<file path="src/design/exPkg.sv">
/*
 Execute back end shared definitions
 Widths, queue depths, micro-op commands and the packed records
 that travel between EX1, EX2, the retire stream and the AXI4-Lite port
*/
package exPkg;

	localparam int regIdW = 4; // 16 GPRs
	localparam int dataW = 64;
	localparam int addrW = 32;
	localparam int stageDepth = 4; // EX1 to EX2 buffer
	localparam int retireDepth = 2;
	localparam int mulCycles = 3; // EX2 hold cycles on MUL3
	localparam int holdW = 3; // Saturating hold counter
	localparam int pendW = 3; // Covers EX1 register plus full stage queue
	localparam logic [1:0] respOkay = 2'b00;

	typedef enum logic [3:0] {
		NOP = 4'd0,
		MOV_IR = 4'd1,
		ALU3 = 4'd2,
		ALUCMP = 4'd3,
		MUL3 = 4'd4,
		MOV_RM = 4'd5, // Store
		MOV_MR = 4'd6 // Load
	} exCmd;

	typedef struct packed {
		exCmd cmd;
		logic [1:0] ixt; // Op form
		logic [1:0] cond; // 00 always, 01 never, 10 if T, 11 if not T
		logic [regIdW-1:0] rs; // Source A, ALU / base
		logic [regIdW-1:0] rt; // Source B
		logic [regIdW-1:0] rm; // Dest or store data
		logic [31:0] imm;
	} exUop;

	typedef struct packed {
		exCmd cmd; // NOP when predicate failed
		exCmd origCmd;
		logic [1:0] ixt;
		logic [regIdW-1:0] rm;
		logic [dataW-1:0] operandA;
		logic [dataW-1:0] operandB;
		logic [dataW-1:0] aluResult;
		logic [addrW-1:0] memAddr;
		logic [dataW-1:0] storeData;
		logic newT;
		logic tWriteEn;
	} exStageEntry;

	typedef struct packed {
		exCmd cmd;
		logic writes;
		logic [regIdW-1:0] regId;
		logic [dataW-1:0] value;
		logic tWrite;
		logic tValue;
		logic fault;
	} exRetire;

	typedef struct packed {
		logic awvalid;
		logic [addrW-1:0] awaddr;
		logic wvalid;
		logic [dataW-1:0] wdata;
		logic [dataW/8-1:0] wstrb;
		logic bready;
		logic arvalid;
		logic [addrW-1:0] araddr;
		logic rready;
	} axiLiteReq;

	typedef struct packed {
		logic awready;
		logic wready;
		logic bvalid;
		logic [1:0] bresp;
		logic arready;
		logic rvalid;
		logic [dataW-1:0] rdata;
		logic [1:0] rresp;
	} axiLiteRsp;

	// Ops that leave a value in rm
	function automatic logic writesReg(exCmd cmd);
		return cmd inside {MOV_IR, ALU3, MUL3, MOV_MR};
	endfunction

	function automatic logic isKnown(exCmd cmd);
		return cmd inside {NOP, MOV_IR, ALU3, ALUCMP, MUL3, MOV_RM, MOV_MR};
	endfunction

endpackage

</file>
<file path="src/design/exIssue.sv">
/*
 EX1 issue stage
 Predicate check, operand read, ALU and address compute,
 pending-write scoreboard that stalls on register and T hazards
*/
`timescale 1ns/1ns
module exIssue (
	input logic clock,
	input logic arstN,
	input logic uopValid,
	input exPkg::exUop uop,
	output logic uopReady,
	output logic [exPkg::regIdW-1:0] readIdA,
	output logic [exPkg::regIdW-1:0] readIdB,
	output logic [exPkg::regIdW-1:0] readIdC,
	input logic [exPkg::dataW-1:0] readValA,
	input logic [exPkg::dataW-1:0] readValB,
	input logic [exPkg::dataW-1:0] readValC,
	input logic tFlag,
	output logic stageValid,
	output exPkg::exStageEntry stageEntry,
	input logic stageReady,
	input logic clearEn,
	input logic [exPkg::regIdW-1:0] clearId,
	input logic clearT
);

	logic [exPkg::pendW-1:0] regPend [2**exPkg::regIdW];
	logic [exPkg::pendW-1:0] tPend;
	logic issueLive; // Opens uopReady one cycle after reset
	logic predOk;
	logic srcHazard;
	logic tHazard;
	logic accept;
	logic setReg;
	logic setT;
	logic [exPkg::dataW-1:0] immExt;
	logic [exPkg::addrW-1:0] addrSum;
	exPkg::exStageEntry nextEntry;

	assign readIdA = uop.rs;
	assign readIdB = uop.rt;
	assign readIdC = uop.rm;
	assign immExt = {{(exPkg::dataW-32){uop.imm[31]}}, uop.imm};
	assign addrSum = readValA[exPkg::addrW-1:0] + immExt[exPkg::addrW-1:0];

	always_comb begin
		case (uop.cond)
			2'b00: predOk = 1'b1;
			2'b01: predOk = 1'b0;
			2'b10: predOk = tFlag;
			default: predOk = !tFlag;
		endcase
	end

	always_comb begin
		srcHazard = 1'b0;
		if (uop.cmd inside {exPkg::ALU3, exPkg::ALUCMP, exPkg::MUL3, exPkg::MOV_RM, exPkg::MOV_MR})
			srcHazard = srcHazard || regPend[uop.rs] != '0; // Base or source A
		if (uop.cmd inside {exPkg::ALU3, exPkg::ALUCMP, exPkg::MUL3})
			srcHazard = srcHazard || regPend[uop.rt] != '0;
		if (uop.cmd == exPkg::MOV_RM)
			srcHazard = srcHazard || regPend[uop.rm] != '0; // Store data
	end

	assign tHazard = uop.cond[1] && tPend != '0; // Predicate needs settled T
	assign uopReady = issueLive && !tHazard && !(predOk && srcHazard)
		&& (!stageValid || stageReady);
	assign accept = uopValid && uopReady;
	assign setReg = accept && predOk && exPkg::writesReg(uop.cmd);
	assign setT = accept && predOk && uop.cmd == exPkg::ALUCMP;

	always_comb begin
		nextEntry = '0;
		nextEntry.origCmd = uop.cmd;
		nextEntry.cmd = predOk ? uop.cmd : exPkg::NOP; // Failed predicate squashes
		nextEntry.ixt = uop.ixt;
		nextEntry.rm = uop.rm;
		nextEntry.operandA = readValA;
		nextEntry.operandB = readValB;
		nextEntry.storeData = readValC;
		nextEntry.memAddr = {addrSum[exPkg::addrW-1:3], 3'b000}; // 8-byte aligned
		case (nextEntry.cmd)
			exPkg::MOV_IR: nextEntry.aluResult = immExt;
			exPkg::ALU3: begin
				case (uop.ixt)
					2'b00: nextEntry.aluResult = readValA + readValB;
					2'b01: nextEntry.aluResult = readValA - readValB;
					2'b10: nextEntry.aluResult = readValA & readValB;
					default: nextEntry.aluResult = readValA ^ readValB;
				endcase
			end
			exPkg::ALUCMP: begin
				nextEntry.tWriteEn = 1'b1;
				nextEntry.newT = uop.ixt[0] ? ($signed(readValA) > $signed(readValB))
					: (readValA == readValB);
			end
			default: ;
		endcase
	end

	always_ff @(posedge clock or negedge arstN) begin
		if (!arstN) begin
			issueLive <= 1'b0;
			stageValid <= 1'b0;
			tPend <= '0;
			for (int i = 0; i < 2**exPkg::regIdW; i++) begin
				regPend[i] <= '0;
			end
		end else begin
			issueLive <= 1'b1;
			if (accept)
				stageValid <= 1'b1;
			else if (stageReady)
				stageValid <= 1'b0;
			tPend <= tPend + exPkg::pendW'(setT) - exPkg::pendW'(clearT);
			for (int i = 0; i < 2**exPkg::regIdW; i++) begin
				regPend[i] <= regPend[i]
					+ exPkg::pendW'(setReg && uop.rm == exPkg::regIdW'(i))
					- exPkg::pendW'(clearEn && clearId == exPkg::regIdW'(i));
			end
		end
	end

	always_ff @(posedge clock) begin
		if (accept)
			stageEntry <= nextEntry;
	end

endmodule

</file>
<file path="config.mk">
export PLATFORM = sky130hd
export DESIGN_NAME = exIssue
export DESIGN_NICKNAME = d
export VERILOG_FILES = /design/src/design/exPkg.sv /design/src/design/exIssue.sv
export SDC_FILE = /design/constraint.sdc
export NUM_CORES = 1
export LEC_CHECK = 0
export BUFFER_PORTS_ARGS = -buffer_cell sky130_fd_sc_hd__buf_4
export CELL_PAD_IN_SITES_DETAIL_PLACEMENT = 1
export CELL_PAD_IN_SITES_GLOBAL_PLACEMENT = 1
export CORE_UTILIZATION = 42
export DETAILED_ROUTE_END_ITERATION = 10
export PLACE_DENSITY = 0.94
export SETUP_SLACK_MARGIN = 0.1
export SYNTH_ARGS = -nofsm -noshare
export SYNTH_HDL_FRONTEND = slang
export SYNTH_SLANG_ARGS = --single-unit
</file>
<file path="constraint.sdc">
create_clock -name clock -period 12.3 [get_ports clock]
set_clock_uncertainty 0.05 [all_clocks]
set_input_delay 1.845 -clock clock [delete_from_list [all_inputs] [get_ports clock]]
set_output_delay 1.845 -clock clock [all_outputs]
set_load 0.05 [all_outputs]
</file>
==> flow_summary_export.csv, run 1 <==
group,metric,value,unit
timing,rsz0062_at_grt,"false",
timing,setup_tns,0,ns
logic_synthesis,synth-adder-area-share,0.1167,
status,status,"finished, final reports clean",
cts,clkLatencyLatePin,0.57,ns
logic_synthesis,synth_ff_type,"edfxtp_1",
final_layout,area_growth,25.15,%
place,numPortBuffers,569,
timing,period_share,0.4643,
setup_path,critPathTopFamily,"multiplexers",
timing,slew_viol_final,0,
grt,use_met3,0.05832,
timing,relSlewSlack,0.2427,
cts,htree_levels,2,
setup_path,critPathMaxStageDelay,0.55,ns
final_layout,final_common_cell,"buf_4",
setup_path,path_cells,"buf_4 -> mux4_2 -> mux4_2 -> a21o_1 -> a31oi_1 -> a31oi_1 -> buf_4",
route,viasPerCell,5.989,
power,power.static_leakage,12.64,nW
place,hpwlAfterDp,71910,um
timing,setup_viol,0,
cts,clockBufferDepth,3,
setup_path,crit_type,"in2out",
grt,grt_overflow,0,
cts,clock-sinks,354,
power,power_density,138.3,nW/um^2
hold_path,worstHoldStart,"regPend[45]$_DFF_PN0_",
place,dp.cells,3621,
die,fp.dieW,240.3,um
logic_synthesis,yosysSeqAreaShare,0.4348,
grt,grt_util_met2,0.5544,
die,fp.coreArea,55630,sq um
cts,cts_root_buf,"clkbuf_16",
cts,clkTransAtPathRegs,0.06,ns
job,drv_cap,0,
final_layout,drive_above_1_share,0.2422,
route,drc_errors,0,
hold_path,hold_class,"reg2reg",
timing,finalHoldViolations,0,
final_layout,final_cells,3698,
cts,hold_buffers,0,
grt,grt_pass1_wl,141300,um
setup_path,rr_endpoint,"stageEntry[130]$_DFFE_PP_",
route,drt-total-wl,94820,um
setup_path,crit_arrival,3.82,ns
logic_synthesis,ys_ff_latch,354,
hold_path,worstHoldPathCells,1,
grt,busiest_layer,"met2",
timing,fin_crit,5.711,ns
die,pin_count,573,
route,vias,22150,
final_layout,fillers,6225,
route,ant_nets,0,
logic_synthesis,ys_types,103,
cts,cts_tree,"built",
die,initial_core_util,0.4285,
logic_synthesis,yosysWarnings,0,
route,dr.pass1.iters,5,
logic_synthesis,synth_cells,2421,
final_layout,most-common-layout-cells,"buf_4 (583), edfxtp_1 (301), a21oi_1 (209)",
logic_synthesis,synthMuxAreaShare,0.02803,
grt,met1_usage,0.3845,
cts,cts_made_buffers,40,
grt,antenna_found_initial,5,
logic_synthesis,async_flop_share,0.1497,
die,rows,86,
grt,grt_max_degree,96,
setup_path,r2r_cells,10,
hold_path,hold_end,"regPend[45]$_DFF_PN0_",
power,peakVddDrop,0.0001417,V
logic_synthesis,syn_avg_cell_area,9.847,sq um
timing,holdWs,0.4618,ns
setup_path,cp-start-kind,"input pin",
final_layout,multi_input_area,12150,sq um
cts,cts_resized,0,
setup_path,critPathSlowestCell,"mux4_2",
route,wl_per_cell,25.64,um
grt,grt_pass1_vias,23230,
logic_synthesis,yosys.area.top_type,"edfxtp_1",
setup_path,crit_cells,7,
setup_path,required,10.40,ns
route,dr.first_iter.drc_count,1464,
logic_synthesis,yosys.area_share.simple,0.1361,
place,gp_congestion,0.9378,
logic_synthesis,synth_top_area_share,0.3791,
grt,grt_use_total,0.3191,
logic_synthesis,synth-compound-area-share,0.1914,
setup_path,crit_fanout,10,
logic_synthesis,synth_edf_count,301,
cts,postCtsSetupBuffers,0,
timing,fmaxAchievable,175.1,MHz
timing,tightest_slew,1.136,ns
die,die_area,57720,sq um
setup_path,r2r-start,"regPend[10]$_DFF_PN0_",
logic_synthesis,syn-cell-area,23840,sq um
final_layout,nets,3381,
logic_synthesis,synthTopCellsByArea,"edfxtp_1 (38%), ha_1 (10%), dfrtp_1 (5.6%), a21oi_1 (4.4%), o21ai_0 (3.4%)",
logic_synthesis,synth-xor-area-share,0.03637,
setup_path,rrSetupSlack,7.02,ns
final_layout,ff_latch_area,10360,sq um
logic_synthesis,synth_top_family_by_area,"compound AO/OA/AOI/OAI gates",
setup_path,end_kind,"output port",
setup_path,path_buf_inv,2,
die,die_h,240.3,um
[where the power goes]
part           internal, W  switching, W
Combinational     0.000488      0.000869
Sequential         0.00148      0.000106
Clock             0.000675      0.000510
[flip-flops by register name (all words and copies together) (netlist names)]
name,count
regPend,48
tPend,3
stageValid,1
issueLive,1
stageEntry,301
[synth_stat cells, types with 18 or more instances]
master and count:
and2_1 19, nor2b_1 24, ha_1 192, o211ai_1 31, inv_1 187, xnor2_1 83
nand4_1 25, mux2i_1 24, nor3_1 70, o31ai_1 41, o21bai_1 25, a21o_1 33
nor2_1 183, o221ai_1 23, a211oi_1 20, buf_2 18, clkbuf_1 86, nor4_1 28
dfrtp_1 53, edfxtp_1 301, nand2b_1 20, and3_1 21, a21oi_1 209, nand3_1 36
fa_1 19, nand2_1 200, o21ai_0 160
[cell type report]
class,count,area share
antenna,6,0.0005032
clock buffer,52,0.03573
clock inverter,19,0.006039
inverter,196,0.02508
multi-input combinational,1740,0.4072
sequential,354,0.3474
tap,748,0.03137
timing repair buffer,583,0.1467
[through the flow]
step	total power, W	util	instance area (sq um)	worst slack (ns)
after floorplan	0.002489	-	23850	0.7384
after global placement	0.002842	0.5137	28570	6.360
after detailed placement	0.002937	0.5137	28570	6.096
after CTS	0.004133	0.5361	29820	6.597
after global routing	0.004284	0.5363	29830	6.505
final	0.004125	0.5363	29840	6.589
[kinds of logic after synthesis]
| group | count (synthesis) |
|---|---|
| XOR/XNOR | 99 |
| other | 2 |
| adder cells (fa/ha/maj) | 211 |
| buffers and inverters | 329 |
| multiplexers | 46 |
| AND/OR/NAND/NOR | 680 |
| AO/OA/AOI/OAI | 700 |
| flip-flops | 354 |
[worst max path at each step]
stage	from	endpoint	slack, ns
2_1_floorplan	uop[32]	tPend[2]$_DFF_PN0_	0.74
3_3_place_gp	uop[36]	stageEntry[51]$_DFFE_PP_	6.36
3_5_place_dp	uop[36]	stageEntry[51]$_DFFE_PP_	6.10
4_1_cts	uop[32]	uopReady	6.60
5_1_grt	uop[36]	stageEntry[38]$_DFFE_PP_	6.51
6_report	uop[32]	uopReady	6.59
[per-layer routing]
layer,vias to the layer above,part of all wire
met4,0,0.040
met3,211,0.067
met1,11100,0.39
met2,966,0.50
met5,-,0
li1,9868,-
Note: power is estimated with default switching activity, not from simulation.
==> run 2: changes to the inputs <==
--- a/config.mk
+++ b/config.mk
@@ -5,12 +5,13 @@
 export SDC_FILE = /design/constraint.sdc
 export NUM_CORES = 1
 export LEC_CHECK = 0
+export ABC_AREA = 1
 export BUFFER_PORTS_ARGS = -buffer_cell sky130_fd_sc_hd__buf_4
 export CELL_PAD_IN_SITES_DETAIL_PLACEMENT = 1
 export CELL_PAD_IN_SITES_GLOBAL_PLACEMENT = 1
-export CORE_UTILIZATION = 42
+export CORE_UTILIZATION = 40
 export DETAILED_ROUTE_END_ITERATION = 10
-export PLACE_DENSITY = 0.94
+export PLACE_DENSITY = 0.93
 export SETUP_SLACK_MARGIN = 0.1
 export SYNTH_ARGS = -nofsm -noshare
 export SYNTH_HDL_FRONTEND = slang
==> constraint.sdc (replaced) <==
create_clock -name clock -period 5.9 [get_ports clock]
set_clock_uncertainty 0.05 [all_clocks]
set_input_delay 0.885 -clock clock [delete_from_list [all_inputs] [get_ports clock]]
set_output_delay 0.885 -clock clock [all_outputs]
set_load 0.05 [all_outputs]
==> flow_summary_export.csv, run 2 <==
group,metric,value,unit
logic_synthesis,yosys.area.top_type,"edfxtp_1",
timing,relSlewSlack,0.2195,
power,combPwrFrac,0.364,
setup_path,crit_arrival,4.09,ns
grt,antenna_found_initial,2,
logic_synthesis,synth_edf_count,301,
final_layout,most-common-layout-cells,"nand2_1 (1374), inv_1 (823), buf_4 (579)",
cts,cts_root_buf,"clkbuf_16",
hold_path,hold_class,"in2async",
final_layout,ff_latch_area,10360,sq um
final_layout,fillers,9454,
die,pin_count,573,
final_layout,area_growth,21.58,%
final_layout,final_common_cell,"nand2_1",
cts,hold_buffers,0,
die,die_area,74050,sq um
place,gp_congestion,1.003,
timing,fmaxAchievable,275.3,MHz
setup_path,cp-start-kind,"register",
timing,setup_viol,0,
setup_path,required,6.35,ns
setup_path,end_kind,"register",
grt,grt_pass1_wl,197100,um
route,dr.first_iter.drc_count,2620,
final_layout,largest_register,"stageEntry",
cts,cts_resized,0,
logic_synthesis,synth_ff_type,"edfxtp_1",
logic_synthesis,async_flop_share,0.1497,
power,power_switching,0.003708,W
final_layout,final_util,0.4939,
die,die_h,272.1,um
final_layout,largest_registers,"stageEntry: 301 flops, regPend: 48 flops, tPend: 3 flops",
logic_synthesis,synth_most_common_cell,"nand2_1",
status,status,"finished, final reports clean",
job,drv_cap,0,
grt,grt_overflow,0,
place,numPortBuffers,569,
grt,grt_max_degree,161,
route,drc_errors,0,
logic_synthesis,yosysWarnings,0,
setup_path,r2r_cells,21,
power,p_clk_frac,0.286,
cts,htree_levels,2,
final_layout,diodes,0,
setup_path,crit_type,"reg2reg",
cts,clkTransAtPathRegs,0.05,ns
logic_synthesis,netlist_top_cells_count,"nand2_1 (1375), inv_1 (830), nand3_1 (363)",
cts,cts_tree,"built",
logic_synthesis,ys_ff_latch,354,
power,peakVddDrop,0.0002089,V
logic_synthesis,ys_types,50,
logic_synthesis,yosysSeqAreaShare,0.3551,
logic_synthesis,synthTopCellsByArea,"edfxtp_1 (31%), nand2_1 (18%), inv_1 (11%), ha_1 (8.2%), nand3_1 (6.2%)",
timing,period_share,0.6156,
setup_path,crit_fanout,16,
timing,slew_viol_final,0,
die,fp.dieW,272.1,um
power,power.static_leakage,18.32,nW
cts,clockBufferDepth,3,
grt,grt_pass1_vias,32180,
power,p_seq_frac,0.351,
die,rows,98,
place,hpwlAfterDp,109700,um
route,dr.pass1.iters,6,
die,fp.coreArea,71850,sq um
logic_synthesis,synth_top_area_share,0.3097,
route,drt-total-wl,134000,um
logic_synthesis,synth_cells,4237,
power,power_density,263.9,nW/um^2
timing,tightest_slew,1.171,ns
setup_path,setup.worst_path.start,"regPend[13]$_DFF_PN0_",
setup_path,endpoint,"regPend[44]$_DFF_PN0_",
route,wl_per_cell,23.38,um
setup_path,rr_endpoint,"regPend[44]$_DFF_PN0_",
grt,grt_use_total,0.3522,
die,initial_core_util,0.4062,
power,switching_share,0.3959,
timing,finalHoldViolations,0,
setup_path,r2r-start,"regPend[13]$_DFF_PN0_",
route,viasPerCell,5.471,
final_layout,largest_register_ffs,301,
route,vias,31360,
place,placed_area,34100,sq um
final_layout,nets,5214,
cts,cts_made_buffers,44,
timing,fin_crit,3.632,ns
logic_synthesis,syn-cell-area,29190,sq um
cts,postCtsSetupBuffers,0,
final_layout,design_area,35490,sq um
setup_path,rrSetupSlack,2.27,ns
place,place_ws,1.888,ns
logic_synthesis,syn_avg_cell_area,6.889,sq um
timing,setup_ws,2.268,ns
final_layout,drive_above_1_share,0.1541,
final_layout,multi_input_area,14980,sq um
cts,clock-sinks,354,
route,ant_nets,0,
power,internal_power,0.005658,W
timing,setup_tns,0,ns
cts,clkLatencyLatePin,0.59,ns
timing,rsz0062_at_grt,"false",
run 2: worst min-delay path by stage:
stage	end	slack, ns	depth (start not counted)
2_1_floorplan	regPend[0]$_DFF_PN0_	0.43	1
3_3_place_gp	regPend[36]$_DFF_PN0_	0.44	1
6_report	regPend[25]$_DFF_PN0_	0.30	1
4_1_cts	regPend[25]$_DFF_PN0_	0.32	1
3_5_place_dp	regPend[0]$_DFF_PN0_	0.45	1
5_1_grt	regPend[25]$_DFF_PN0_	0.34	1
run 2: through the flow:
step                total power (W)  hold slack (ns)  instances
CTS                        0.009351           0.3214       5733
global route               0.009757           0.3418       5733
detailed placement         0.006665           0.4456       5652
finish                     0.009366           0.3000       5733
floorplan                  0.005471           0.4284       4239
global placement           0.006511           0.4359       5652
run 2: cell families after synthesis:
| logic type | count (synthesis) | synth area share |
|---|---|---|
| AOI/OAI and AO/OA | 402 | 0.07592 |
| xor gates and xnor gates | 61 | 0.01830 |
| adders and majority gates | 211 | 0.09534 |
| buffers and inverters | 961 | 0.1332 |
| DFF | 354 | 0.3551 |
| other | 2 | 0.0002573 |
| and+or+nand+nor | 2246 | 0.3218 |
run 2: area by class of cell:
class / instances / share of cell area
tap: 950 / 0.03350
timing repair buffer: 581 / 0.1236
clock inverter: 17 / 0.003279
multi-input combinational: 2924 / 0.4221
clock buffer: 64 / 0.03582
inverter: 843 / 0.08963
sequential: 354 / 0.2921
run 2: per-layer routing:
metal | part of all wire | GRT usage
met1 | 0.40 | 0.4384
met2 | 0.48 | 0.6049
met3 | 0.081 | 0.05730
met4 | 0.043 | 0.1428
met5 | 0.00020 | 0
run 2: critical path, stage by stage (launching register included):
cell and delay, ns:
dfrtp_1 0.44, nor2_1 0.28, nand2_1 0.13, nand2_1 0.09, nand2_1 0.07, nor2_1 0.09
nor2_1 0.05, nor2_1 0.13, nand2_1 0.10, nand2_1 0.08, nand3_2 0.08, nand2_2 0.09
nand3_4 0.10, nor2_4 0.34, nand3_1 0.13, ha_1 0.29, inv_1 0.05, ha_1 0.13
inv_1 0.05, fa_1 0.37, xnor2_1 0.21, xor2_1 0.20
run 2: power groups by stage:
| stage | combinational (W) | clock, W | sequential, W |
|---|---|---|---|
| after floorplan | 0.00177 | 0 | 0.00370 |
| after global placement | 0.00321 | 0 | 0.00330 |
| after detailed placement | 0.00333 | 0 | 0.00333 |
| after CTS | 0.00336 | 0.00271 | 0.00329 |
| after global routing | 0.00366 | 0.00278 | 0.00332 |
| final | 0.00340 | 0.00268 | 0.00328 |
